--- config.mk ---
export PLATFORM = sky130hd
export DESIGN_NAME = console_ctrl_top
export DESIGN_NICKNAME = d
export VERILOG_FILES = /design/src/hw/console_ctrl_pkg.sv /design/src/hw/console_ctrl_if.sv /design/src/hw/axil_ctrl_regs.sv /design/src/hw/reset_stretcher.sv /design/src/hw/led_glow.sv /design/src/hw/status_led_ctrl.sv /design/src/hw/console_ctrl_top.sv
export VERILOG_INCLUDE_DIRS = /design/src /design/src/hw
export SDC_FILE = /design/constraint.sdc
export NUM_CORES = 1
export LEC_CHECK = 0
export BUFFER_PORTS_ARGS = -buffer_cell sky130_fd_sc_hd__buf_4
export CAP_MARGIN = 20
export CORE_MARGIN = 2
export CORE_UTILIZATION = 60
export CTS_BUF_LIST = sky130_fd_sc_hd__clkbuf_8
export CTS_CLUSTER_DIAMETER = 50
export DETAILED_ROUTE_END_ITERATION = 16
export PLACE_DENSITY = 0.82
export SYNTH_ARGS = -nofsm -noshare
export SYNTH_HDL_FRONTEND = slang
export SYNTH_SLANG_ARGS = --single-unit
--- constraint.sdc ---
create_clock -name control_clock -period 6.8 [get_ports control_clock]
set_input_delay 1.36 -clock control_clock [delete_from_list [all_inputs] [get_ports control_clock]]
set_output_delay 1.36 -clock control_clock [all_outputs]
set_load 0.1 [all_outputs]
--- src/hw/console_ctrl_macros.svh ---
`ifndef CONSOLE_CTRL_MACROS_SVH
`define CONSOLE_CTRL_MACROS_SVH

// AXI4-Lite address width
`define AXIL_ADDR_W 8

// register map
`define CMD_ADDR    8'h00
`define CONF_ADDR   8'h04
`define STATUS_ADDR 8'h08

// reset pulse length after reset, in control_clock cycles
`define DEFAULT_HOLD 16'd1000

// counter bits for the LED patterns
`define SLOW_GLOW_BIT 26
`define FAST_GLOW_BIT 22
`define BLINK_BIT     24

`endif

--- src/hw/console_ctrl_pkg.sv ---
package console_ctrl_pkg;

    // front panel LED source
    typedef enum logic [1:0] {
        LED_STATUS = 2'd0,
        LED_OPT    = 2'd1,
        LED_DC     = 2'd2
    } led_mode_e;

    typedef enum logic [1:0] {
        OKAY   = 2'b00,
        SLVERR = 2'b10
    } axi_resp_e;

    //////////////////////////////
    // register word, decoded by address

    // command word at CMD_ADDR
    typedef struct packed {
        logic [29:0] reserved;
        logic        opt_reset;
        logic        dc_reset;
    } cmd_word_t;

    // config word at CONF_ADDR
    typedef struct packed {
        logic [7:0]  reserved_hi;
        logic [15:0] hold_cycles;
        logic [5:0]  reserved_lo;
        led_mode_e   led_mode;
    } conf_word_t;

    typedef union packed {
        cmd_word_t  cmd;
        conf_word_t conf;
    } ctrl_word_u;

endpackage

--- src/hw/console_ctrl_if.sv ---
interface console_ctrl_if;
    import console_ctrl_pkg::*;

    // one-cycle request pulses
    logic        dc_req;
    logic        opt_req;

    logic [15:0] hold_cycles;
    led_mode_e   led_mode;

    // reset lines currently held low
    logic        dc_active;
    logic        opt_active;

    modport regs (
        output dc_req, opt_req, hold_cycles, led_mode,
        input  dc_active, opt_active
    );

    modport stretch (
        input  dc_req, opt_req, hold_cycles,
        output dc_active, opt_active
    );

    modport led (
        input led_mode, dc_active, opt_active
    );

endinterface

--- src/hw/axil_ctrl_regs.sv ---
`include "console_ctrl_macros.svh"

module axil_ctrl_regs (
    input  logic                        control_clock,
    input  logic                        reset_dc_out,

    input  logic [`AXIL_ADDR_W-1:0]     s_awaddr,
    input  logic                        s_awvalid,
    output logic                        s_awready,
    input  logic [31:0]                 s_wdata,
    input  logic                        s_wvalid,
    output logic                        s_wready,
    output console_ctrl_pkg::axi_resp_e s_bresp,
    output logic                        s_bvalid,
    input  logic                        s_bready,

    input  logic [`AXIL_ADDR_W-1:0]     s_araddr,
    input  logic                        s_arvalid,
    output logic                        s_arready,
    output logic [31:0]                 s_rdata,
    output console_ctrl_pkg::axi_resp_e s_rresp,
    output logic                        s_rvalid,
    input  logic                        s_rready,

    console_ctrl_if.regs                ctrl
);
    import console_ctrl_pkg::*;

    ctrl_word_u  wr_word;
    ctrl_word_u  rd_word;
    logic        wr_accept;
    logic        wr_cmd;
    logic        wr_conf;
    logic        rd_accept;
    logic [31:0] rd_next;
    axi_resp_e   rd_resp;

    logic [15:0] hold_q;
    led_mode_e   mode_q;
    logic        dc_req_q;
    logic        opt_req_q;

    assign ctrl.dc_req      = dc_req_q;
    assign ctrl.opt_req     = opt_req_q;
    assign ctrl.hold_cycles = hold_q;
    assign ctrl.led_mode    = mode_q;

    //////////////////////////////
    // write channel

    // address and data taken together, blocked while a response waits
    assign s_awready = ~s_bvalid;
    assign s_wready  = ~s_bvalid;
    assign wr_accept = s_awvalid & s_wvalid & ~s_bvalid;

    assign wr_word = s_wdata;
    assign wr_cmd  = (s_awaddr == `CMD_ADDR);
    assign wr_conf = (s_awaddr == `CONF_ADDR);

    always_ff @(posedge control_clock) begin
        if (reset_dc_out) begin
            s_bvalid  <= 1'b0;
            dc_req_q  <= 1'b0;
            opt_req_q <= 1'b0;
            hold_q    <= `DEFAULT_HOLD;
            mode_q    <= LED_STATUS;
        end else begin
            dc_req_q  <= 1'b0;
            opt_req_q <= 1'b0;
            if (wr_accept) begin
                s_bvalid <= 1'b1;
                if (wr_cmd) begin
                    dc_req_q  <= wr_word.cmd.dc_reset;
                    opt_req_q <= wr_word.cmd.opt_reset;
                end else if (wr_conf) begin
                    hold_q <= wr_word.conf.hold_cycles;
                    mode_q <= wr_word.conf.led_mode;
                end
            end else if (s_bready) begin
                s_bvalid <= 1'b0;
            end
        end
    end

    // status and unmapped offsets are not writable
    always_ff @(posedge control_clock) begin
        if (wr_accept) begin
            s_bresp <= (wr_cmd || wr_conf) ? OKAY : SLVERR;
        end
    end

    //////////////////////////////
    // read channel

    assign s_arready = ~s_rvalid;
    assign rd_accept = s_arvalid & ~s_rvalid;

    always_comb begin
        rd_word = '0;
        rd_next = 32'd0;
        rd_resp = OKAY;
        case (s_araddr)
            `CONF_ADDR: begin
                rd_word.conf.hold_cycles = hold_q;
                rd_word.conf.led_mode    = mode_q;
                rd_next                  = rd_word;
            end
            `STATUS_ADDR: begin
                rd_next = {30'd0, ctrl.opt_active, ctrl.dc_active};
            end
            default: begin
                // command offset reads back as an error too
                rd_resp = SLVERR;
            end
        endcase
    end

    always_ff @(posedge control_clock) begin
        if (reset_dc_out) begin
            s_rvalid <= 1'b0;
        end else if (rd_accept) begin
            s_rvalid <= 1'b1;
        end else if (s_rready) begin
            s_rvalid <= 1'b0;
        end
    end

    always_ff @(posedge control_clock) begin
        if (rd_accept) begin
            s_rdata <= rd_next;
            s_rresp <= rd_resp;
        end
    end

endmodule

--- src/hw/reset_stretcher.sv ---
module reset_stretcher (
    input  logic        control_clock,
    input  logic        reset_dc_out,
    input  logic        req,
    input  logic [15:0] hold_cycles,
    output logic        drive_low
);

    // cycles left with the line pulled low
    logic [15:0] count;

    // a new request restarts from the current length
    always_ff @(posedge control_clock) begin
        if (reset_dc_out) begin
            count <= 16'd0;
        end else if (req) begin
            count <= hold_cycles;
        end else if (count != 16'd0) begin
            count <= count - 16'd1;
        end
    end

    // open-drain enable, high for exactly the loaded count
    assign drive_low = (count != 16'd0);

endmodule

--- src/hw/led_glow.sv ---
module led_glow #(
    parameter int glow_bit = 22
) (
    input  logic control_clock,
    input  logic reset_dc_out,
    output logic glow
);

    localparam int pwm_w = 8;

    logic [glow_bit:0] count;
    logic [pwm_w-1:0]  ramp;
    logic [pwm_w-1:0]  level;

    // top bit picks the direction, so brightness rises then falls
    assign ramp  = count[glow_bit-1 -: pwm_w];
    assign level = count[glow_bit] ? ~ramp : ramp;

    always_ff @(posedge control_clock) begin
        if (reset_dc_out) begin
            count <= '0;
            glow  <= 1'b0;
        end else begin
            count <= count + 1'b1;
            // duty cycle from the low bits
            glow  <= (count[pwm_w-1:0] < level);
        end
    end

endmodule

--- src/hw/status_led_ctrl.sv ---
`include "console_ctrl_macros.svh"

module status_led_ctrl (
    input  logic       control_clock,
    input  logic       reset_dc_out,
    console_ctrl_if.led ctrl,
    input  logic       pll_ready,
    input  logic       hdmi_ready,
    input  logic       resync,
    input  logic       force_generate,
    output logic       status_led,
    output logic       status_led_oe
);
    import console_ctrl_pkg::*;

    logic                slow_glow_out;
    logic                fast_glow_out;
    logic [`BLINK_BIT:0] blink_count;
    logic                status_level;

    led_glow #(.glow_bit(`SLOW_GLOW_BIT)) slow_glow (
        .control_clock(control_clock),
        .reset_dc_out (reset_dc_out),
        .glow         (slow_glow_out)
    );

    led_glow #(.glow_bit(`FAST_GLOW_BIT)) fast_glow (
        .control_clock(control_clock),
        .reset_dc_out (reset_dc_out),
        .glow         (fast_glow_out)
    );

    always_ff @(posedge control_clock) begin
        if (reset_dc_out) begin
            blink_count <= '0;
        end else begin
            blink_count <= blink_count + 1'b1;
        end
    end

    // video status, LED is active low
    always_comb begin
        if (!pll_ready) begin
            status_level = 1'b1;
        end else if (resync) begin
            status_level = ~fast_glow_out;
        end else if (force_generate) begin
            status_level = blink_count[`BLINK_BIT] ? ~fast_glow_out : 1'b1;
        end else if (hdmi_ready) begin
            status_level = 1'b0;
        end else begin
            status_level = ~slow_glow_out;
        end
    end

    // mirror modes pull the pin low only while the reset line is held
    always_ff @(posedge control_clock) begin
        if (reset_dc_out) begin
            status_led    <= 1'b1;
            status_led_oe <= 1'b1;
        end else begin
            case (ctrl.led_mode)
                LED_STATUS: begin
                    status_led    <= status_level;
                    status_led_oe <= 1'b1;
                end
                LED_DC: begin
                    status_led    <= 1'b0;
                    status_led_oe <= ctrl.dc_active;
                end
                default: begin
                    status_led    <= 1'b0;
                    status_led_oe <= ctrl.opt_active;
                end
            endcase
        end
    end

endmodule

--- src/hw/console_ctrl_top.sv ---
`include "console_ctrl_macros.svh"

module console_ctrl_top (
    input  logic                    control_clock,
    input  logic                    reset_dc_out,

    input  logic [`AXIL_ADDR_W-1:0] s_awaddr,
    input  logic                    s_awvalid,
    output logic                    s_awready,
    input  logic [31:0]             s_wdata,
    input  logic                    s_wvalid,
    output logic                    s_wready,
    output logic [1:0]              s_bresp,
    output logic                    s_bvalid,
    input  logic                    s_bready,
    input  logic [`AXIL_ADDR_W-1:0] s_araddr,
    input  logic                    s_arvalid,
    output logic                    s_arready,
    output logic [31:0]             s_rdata,
    output logic [1:0]              s_rresp,
    output logic                    s_rvalid,
    input  logic                    s_rready,

    // status, already in the control_clock domain
    input  logic                    pll_ready,
    input  logic                    hdmi_ready,
    input  logic                    resync,
    input  logic                    force_generate,

    // drive-low enables for the open-drain pins
    output logic                    dc_reset_drive,
    output logic                    opt_reset_drive,
    output logic                    status_led,
    output logic                    status_led_oe
);

    console_ctrl_if ctrl_bus ();

    axil_ctrl_regs regs (
        .control_clock(control_clock),
        .reset_dc_out (reset_dc_out),
        .s_awaddr     (s_awaddr),
        .s_awvalid    (s_awvalid),
        .s_awready    (s_awready),
        .s_wdata      (s_wdata),
        .s_wvalid     (s_wvalid),
        .s_wready     (s_wready),
        .s_bresp      (s_bresp),
        .s_bvalid     (s_bvalid),
        .s_bready     (s_bready),
        .s_araddr     (s_araddr),
        .s_arvalid    (s_arvalid),
        .s_arready    (s_arready),
        .s_rdata      (s_rdata),
        .s_rresp      (s_rresp),
        .s_rvalid     (s_rvalid),
        .s_rready     (s_rready),
        .ctrl         (ctrl_bus.regs)
    );

    //////////////////////////////
    // reset pulses, each drive also reports back as activity
    reset_stretcher dc_stretch (
        .control_clock(control_clock),
        .reset_dc_out (reset_dc_out),
        .req          (ctrl_bus.dc_req),
        .hold_cycles  (ctrl_bus.hold_cycles),
        .drive_low    (ctrl_bus.dc_active)
    );

    reset_stretcher opt_stretch (
        .control_clock(control_clock),
        .reset_dc_out (reset_dc_out),
        .req          (ctrl_bus.opt_req),
        .hold_cycles  (ctrl_bus.hold_cycles),
        .drive_low    (ctrl_bus.opt_active)
    );

    assign dc_reset_drive  = ctrl_bus.dc_active;
    assign opt_reset_drive = ctrl_bus.opt_active;

    status_led_ctrl led_ctrl (
        .control_clock (control_clock),
        .reset_dc_out  (reset_dc_out),
        .ctrl          (ctrl_bus.led),
        .pll_ready     (pll_ready),
        .hdmi_ready    (hdmi_ready),
        .resync        (resync),
        .force_generate(force_generate),
        .status_led    (status_led),
        .status_led_oe (status_led_oe)
    );

endmodule

==> key figures, run 1 <==
Synthesis
  – Main flop type after synthesis: dfxtp_1
  – Mapped Area: 7248 um^2
  – Asr flop ratio synth: 0%
  – Ys Warns: 0
  – EDFF count, synth: 20
  – Yosys reg bits: 153
  – Netlist cell types: 58
  – Gate Count Post-Synth: 801
  – Average size of a mapped cell: 9.049 um^2
  – Sequential fraction of the synthesis area: 45.02%

Timing
  – FMAX: 0.2443 GHz
  – Slew margin rel.: 44.66%
  – Final count of hold timing violations: 0
  – Setup TNS: 0 ns
  – Worst hold slack: 0.4600 ns
  – Final worst slack: 2.706 ns
  – RSZ-0062 raised after global routing: false
  – Final Setup Violations: 0
  – Period utilization: 60.20%
  – Period minus WS final: 4.094 ns
  – Layout Skew: 0.01181 ns
  – Measured slew at the worst slew-check pin: 0.8225 ns
  – Slew Limit Fails: 0

Drt
  – WL per Instance: 15.24 um
  – Mean number of vias per cell: 5.770
  – WL final: 15.64 mm
  – DRC Markers: 0
  – First-pass iteration count of the detailed router: 5
  – Detail Route Antenna Nets: 0
  – Via count: 5920
  – Drt initial violations: 341

Power and ir drop
  – Pleak: 3.132 nW
  – Cell Pwr Density: 322.3 nW/um^2
  – Maximum vdd drop: 0.1618 mV

Place
  – Placement Setup Slack: 3.265 ns
  – Final HPWL DP: 11.09 mm
  – PortBufs: 73
  – Routability cong.: 0.8577

GRT
  – First-pass GRT wire length: 26.28 mm
  – GRT Util Overall: 25.13%
  – Initial antenna violation count: 0
  – Congestion Overflow GR: 0
  – Vias in the first global route: 5665
  – Largest net degree at the start of global routing: 74

Worst setup path
  – Worst reg2reg endpoint: led_ctrl.status_led_oe$_SDFF_PP1_
  – Critical path's slowest cell: or4_4
  – Crit-path cells: or4_4, nor4_2, nand3_1, buf_4
  – Crit-path max cell delay: 0.57 ns
  – Setup slack, reg-to-reg: 4.18 ns
  – WP data arrival: 2.73 ns
  – Worst Setup End Kind: output pin
  – CP max FO: 14
  – Crit start category: flop
  – Delay-heaviest family, CP: simple AND/OR/NAND/NOR gates
  – R2R depth: 5
  – Reg2reg start: opt_stretch.count[7]$_SDFFE_PP0P_
  – Critical Path RT: 5.44 ns
  – Worst path bufs/invs: 1
  – Kind of critical path: flop to output pin

Cells and area
  – Antenna fix cells: 0
  – Fill cell count: 919
  – Area delta synth->final: 13.60%
  – Multi-input logic area: 3664 um^2
  – Seq. cell area: 3263 um^2
  – Share of layout cells above drive strength 1: 12.51%
  – Nets: 946
  – Fin util: 69.13%

CTS
  – Post-CTS Setup Bufs: 0
  – CTS H-tree lvls: 4
  – Post-CTS Resized: 0
  – Clock Tree Buf Depth: 2
  – CTS tree: built
  – Worst-skew pair later-pin latency: 0.46 ns
  – # clock sinks: 153
  – Cts hold-fix bufs: 0
  – CTS buffer count: 17
  – Clk root buf: clkbuf_8
  – Clock slew at reported path FFs: 0.08 ns

Floorplan
  – Initial cell density of the core: 60.85%
  – Die area: 12980 um^2
  – Die height: 113.9 um
  – I/O pin count: 104
  – Core area: 11910 um^2
  – Die Width: 113.9 um
  – Row cnt: 40

Job
  – Max_cap viols: 0

Run status
  – Status: complete, no violations

Hold path
  – Hold Path Sink: dc_stretch.count[14]$_SDFFE_PP0P_
  – Worst hold path class: flop to flop
  – Min-Delay Path Depth: 2
  – Hold path start: dc_stretch.count[14]$_SDFFE_PP0P_
## cell usage in the layout, fill, tap and decap left out, drive strengths merged, types with 26 or more instances in the layout
| cell type | Yosys | routed |
|---|---|---|
| a21oi | 26 | 26 |
| buf | 20 | 76 |
| dfxtp | 133 | 133 |
| inv | 34 | 37 |
| nand2 | 50 | 50 |
| nand3 | 33 | 33 |
| nor2 | 115 | 115 |
| nor3 | 30 | 30 |
| xnor2 | 65 | 65 |
| xor2 | 26 | 26 |
## report_power, final
| part | switching [mW] | internal (mW) | total [mW] | leakage [nW] |
|---|---|---|---|---|
| logic | 0.512 | 0.304 | 0.816 | 1.63 |
| registers | 0.0894 | 1.00 | 1.09 | 1.27 |
| clock network | 0.319 | 0.425 | 0.744 | 0.227 |
## tightest hold or removal path: stages (launching register included)
cell and delay [ns]:
dfxtp_1 0.32, nand3_1 0.06, nand2_1 0.04
## flip-flops by register name, indices dropped and copies added, names as in the netlist, 2 cells and up
register                  cells
regs.s_rdata                 18
led_ctrl.fast_glow.count     23
led_ctrl.slow_glow.count     27
regs.ctrl.led_mode            2
led_ctrl.blink_count         25
regs.ctrl.hold_cycles        16
dc_stretch.count             16
opt_stretch.count            16
## area by class of cell
class                   instances  area share (%)
repair buffers                 76           6.929
multi-input cells             584           44.49
clock buffers                  17           2.842
inverters                      34           1.550
well taps                     147           2.234
flip-flops and latches        153           39.63
clock inverters                15           2.325
## cell families after synthesis
family                   Yosys count  synth area share [%]
XOR/XNOR                          91                 11.00
flip-flops                       153                 45.02
AND/OR/NAND/NOR                  340                 23.55
other                              1               0.05174
AO/OA/AOI/OAI                    100                 9.321
buffers and inverters             79                 5.213
adder cells (fa/ha/maj)           21                 3.625
multiplexers                      16                 2.227
## worst max-delay path by stage
stage | from | to | cells after the start
2_1_floorplan | regs.s_bvalid$_SDFFE_PP0P_ | s_wready | 2
3_3_place_gp | opt_stretch.count[7]$_SDFFE_PP0P_ | opt_reset_drive | 4
3_5_place_dp | opt_stretch.count[7]$_SDFFE_PP0P_ | opt_reset_drive | 4
4_1_cts | opt_stretch.count[7]$_SDFFE_PP0P_ | opt_reset_drive | 4
5_1_grt | opt_stretch.count[7]$_SDFFE_PP0P_ | opt_reset_drive | 4
6_report | opt_stretch.count[7]$_SDFFE_PP0P_ | opt_reset_drive | 4
## metal layers
metal	track usage, %	routed length [um]
met2	42.71	7673
met1	31.20	6644
met5	0	0
met3	6.642	1106
met4	8.293	217
## synth_stat cells (all sizes together), types with 5 or more instances
| cell type | number | area share (%) |
|---|---|---|
| nand2 | 50 | 2.6 |
| a211oi | 11 | 1.1 |
| xnor2 | 65 | 7.9 |
| nor4 | 22 | 2.1 |
| a221oi | 5 | 0.60 |
| and2 | 18 | 1.6 |
| nor3 | 30 | 2.1 |
| mux2i | 15 | 2.1 |
| nand4 | 19 | 1.6 |
| inv | 34 | 1.8 |
| xor2 | 26 | 3.1 |
| and4 | 8 | 0.97 |
| o21ai | 19 | 1.3 |
| nor2b | 7 | 0.60 |
| a211o | 6 | 0.73 |
| a21oi | 26 | 1.8 |
| edfxtp | 20 | 8.3 |
| nor2 | 115 | 6.0 |
| nand3 | 33 | 2.3 |
| buf | 20 | 1.9 |
| ha | 21 | 3.6 |
| or4 | 10 | 1.1 |
| and3 | 10 | 0.86 |
| or3 | 7 | 0.60 |
| o211ai | 8 | 0.83 |
| dfxtp | 133 | 37 |
| clkbuf | 24 | 1.4 |
## metrics by stage
step           area [um^2]  power [mW]  instances
3_3_place_gp          7809       1.881        994
2_1_floorplan         7305       1.755        816
5_1_grt               8234       2.791       1026
6_report              8234       2.654       1026
4_1_cts               8234       2.656       1026
3_5_place_dp          7809       1.910        994
(Power assumes the default switching activity.)
==> run 2: changes to the inputs <==
Settings changed: CORE_UTILIZATION 60 to 59, PLACE_DENSITY 0.82 to 0.81.
Clock period 6.8 ns to 4.1 ns, I/O delays scaled along.
==> run 2 against run 1 <==
Non-clock buffer count rose by 2. Register-to-register slack got worse by 2.4 ns. Cell area fell by 0.27%. Critical path depth rose by 2. Worst setup slack got worse by 1.9 ns. Via count fell by 0.41%. Combinational power rose by 69%. Clock skew fell by 0.0013 ns. Worst hold slack improved by 0.0059 ns.
==> key figures, run 2 (synthesized netlist as in run 1, its figures left out) <==
Worst setup path
  – Worst reg2reg endpoint: opt_stretch.count[0]$_SDFFE_PP0P_
  – Crit path from: dc_stretch.count[0]$_SDFFE_PP0P_
  – Crit path to: dc_reset_drive
  – Crit-path cells: inv_1, ha_1, or4b_1, and4bb_2, nand2_1, buf_4
  – R2R depth: 6
  – Setup slack, reg-to-reg: 1.73 ns
  – Worst Setup End Kind: output pin
  – Crit start category: flop
  – Critical Path RT: 3.28 ns
  – CP max FO: 6
  – Levels on crit path: 6
  – Reg2reg start: opt_stretch.count[7]$_SDFFE_PP0P_
  – Delay-heaviest family, CP: simple AND/OR/NAND/NOR gates
  – Kind of critical path: flop to output pin
  – Worst path bufs/invs: 2
  – Crit-path max cell delay: 0.50 ns
  – Critical path's slowest cell: or4b_1
  – WP data arrival: 2.51 ns

Timing
  – Measured slew at the worst slew-check pin: 0.7862 ns
  – Slew Limit Fails: 0
  – Worst hold slack: 0.4659 ns
  – Period utilization: 81.25%
  – Setup TNS: 0 ns
  – Final Setup Violations: 0
  – Layout Skew: 0.01048 ns
  – Slew margin rel.: 47.58%
  – Final worst slack: 0.7687 ns
  – Period minus WS final: 3.331 ns
  – RSZ-0062 raised after global routing: false
  – FMAX: 0.3002 GHz
  – Final count of hold timing violations: 0

Hold path
  – Min-Delay Path Depth: 1
  – Worst hold path class: flop to flop

Drt
  – WL per Instance: 15.28 um
  – Detail Route Antenna Nets: 0
  – Via count: 5896
  – Drt initial violations: 340
  – WL final: 15.71 mm
  – DRC Markers: 0
  – First-pass iteration count of the detailed router: 5
  – Mean number of vias per cell: 5.735

Place
  – Placement Setup Slack: 1.289 ns
  – Placed insts: 996
  – Placement Cell Area: 7824 um^2
  – Routability cong.: 0.8506
  – PortBufs: 73
  – Final HPWL DP: 11.22 mm

CTS
  – Cts hold-fix bufs: 0
  – CTS buffer count: 17
  – Clock slew at reported path FFs: 0.08 ns
  – Worst-skew pair later-pin latency: 0.46 ns
  – Clk root buf: clkbuf_8
  – CTS tree: built
  – Post-CTS Setup Bufs: 0
  – Clock Tree Buf Depth: 2
  – CTS H-tree lvls: 4
  – # clock sinks: 153
  – Post-CTS Resized: 0

Power and ir drop
  – Cell Pwr Density: 525.1 nW/um^2
  – Pleak: 3.098 nW
  – Maximum vdd drop: 0.2187 mV

Cells and area
  – Final Instance Area: 8212 um^2
  – Most common cell after layout, fill and taps aside: dfxtp_1
  – Most frequent cells in the layout: dfxtp_1 (133), nor2_1 (115), buf_4 (78)
  – Regs by FF count: led_ctrl.slow_glow.count x27, led_ctrl.blink_count x25, led_ctrl.fast_glow.count x23
  – Nets: 948
  – Share of layout cells above drive strength 1: 13.28%
  – Largest Register: led_ctrl.slow_glow.count
  – Multi-input logic area: 3664 um^2
  – Post-Layout Cell Count: 1028
  – Max reg flops: 27
  – Fill cell count: 966
  – Antenna fix cells: 0
  – Area delta synth->final: 13.29%
  – Seq. cell area: 3263 um^2

Floorplan
  – Core area: 12010 um^2
  – Die height: 114.8 um
  – Die Width: 114.8 um
  – I/O pin count: 104
  – Initial cell density of the core: 60.34%
  – Row cnt: 40
  – Die area: 13190 um^2

GRT
  – Congestion Overflow GR: 0
  – GRT Util Overall: 24.75%
  – First-pass GRT wire length: 25.93 mm
  – Largest net degree at the start of global routing: 77
  – Initial antenna violation count: 0
  – Vias in the first global route: 5629

Run status
  – Status: complete, no violations

Job
  – Max_cap viols: 0
run 2: cell count changes in the layout (fill, tap and decap cells not counted), sizes merged:
cell	before	now
clkinv	7	5
bufinv	5	2
clkinvlp	0	5
buf	76	78
run 2: worst min path at each step:
stage | start | endpoint | slack, ns
2_1_floorplan | led_ctrl.blink_count[0]$_SDFF_PP0_ | led_ctrl.blink_count[0]$_SDFF_PP0_ | 0.43
3_3_place_gp | led_ctrl.blink_count[0]$_SDFF_PP0_ | led_ctrl.blink_count[0]$_SDFF_PP0_ | 0.44
3_5_place_dp | dc_stretch.count[14]$_SDFFE_PP0P_ | dc_stretch.count[14]$_SDFFE_PP0P_ | 0.45
4_1_cts | led_ctrl.blink_count[0]$_SDFF_PP0_ | led_ctrl.blink_count[0]$_SDFF_PP0_ | 0.47
5_1_grt | led_ctrl.blink_count[0]$_SDFF_PP0_ | led_ctrl.blink_count[0]$_SDFF_PP0_ | 0.48
6_report | led_ctrl.blink_count[0]$_SDFF_PP0_ | led_ctrl.blink_count[0]$_SDFF_PP0_ | 0.47
run 2: area by class of cell:
| type | instances | share of cell area (%) |
|---|---|---|
| Multi-Input combinational cell | 584 | 44.61 |
| Sequential cell | 153 | 39.74 |
| Timing Repair Buffer | 78 | 7.131 |
| Clock buffer | 17 | 2.849 |
| Tap cell | 147 | 2.240 |
| Clock inverter | 15 | 1.874 |
| Inverter | 34 | 1.554 |
run 2: power breakdown:
group | internal [mW] | total [mW] | switching [mW]
clock | 0.539 | 1.12 | 0.576
combinational | 0.512 | 1.38 | 0.865
sequential | 1.67 | 1.82 | 0.154
total | 2.72 | 4.31 | 1.60
run 2: per-layer routing:
metal	global-route usage (%)	vias to the layer above	wire [um]
met3	5.482	27	1173
met2	41.96	203	7561
met5	0	-	0
met4	10.52	0	303
met1	30.47	2761	6672
li1	-	2905	-
run 2: through the flow:
stage,util [%],power (mW)
2_1_floorplan,-,2.911
3_3_place_gp,65.14,3.137
3_5_place_dp,65.14,3.201
4_1_cts,68.36,4.324
5_1_grt,68.36,4.537
6_report,68.36,4.312
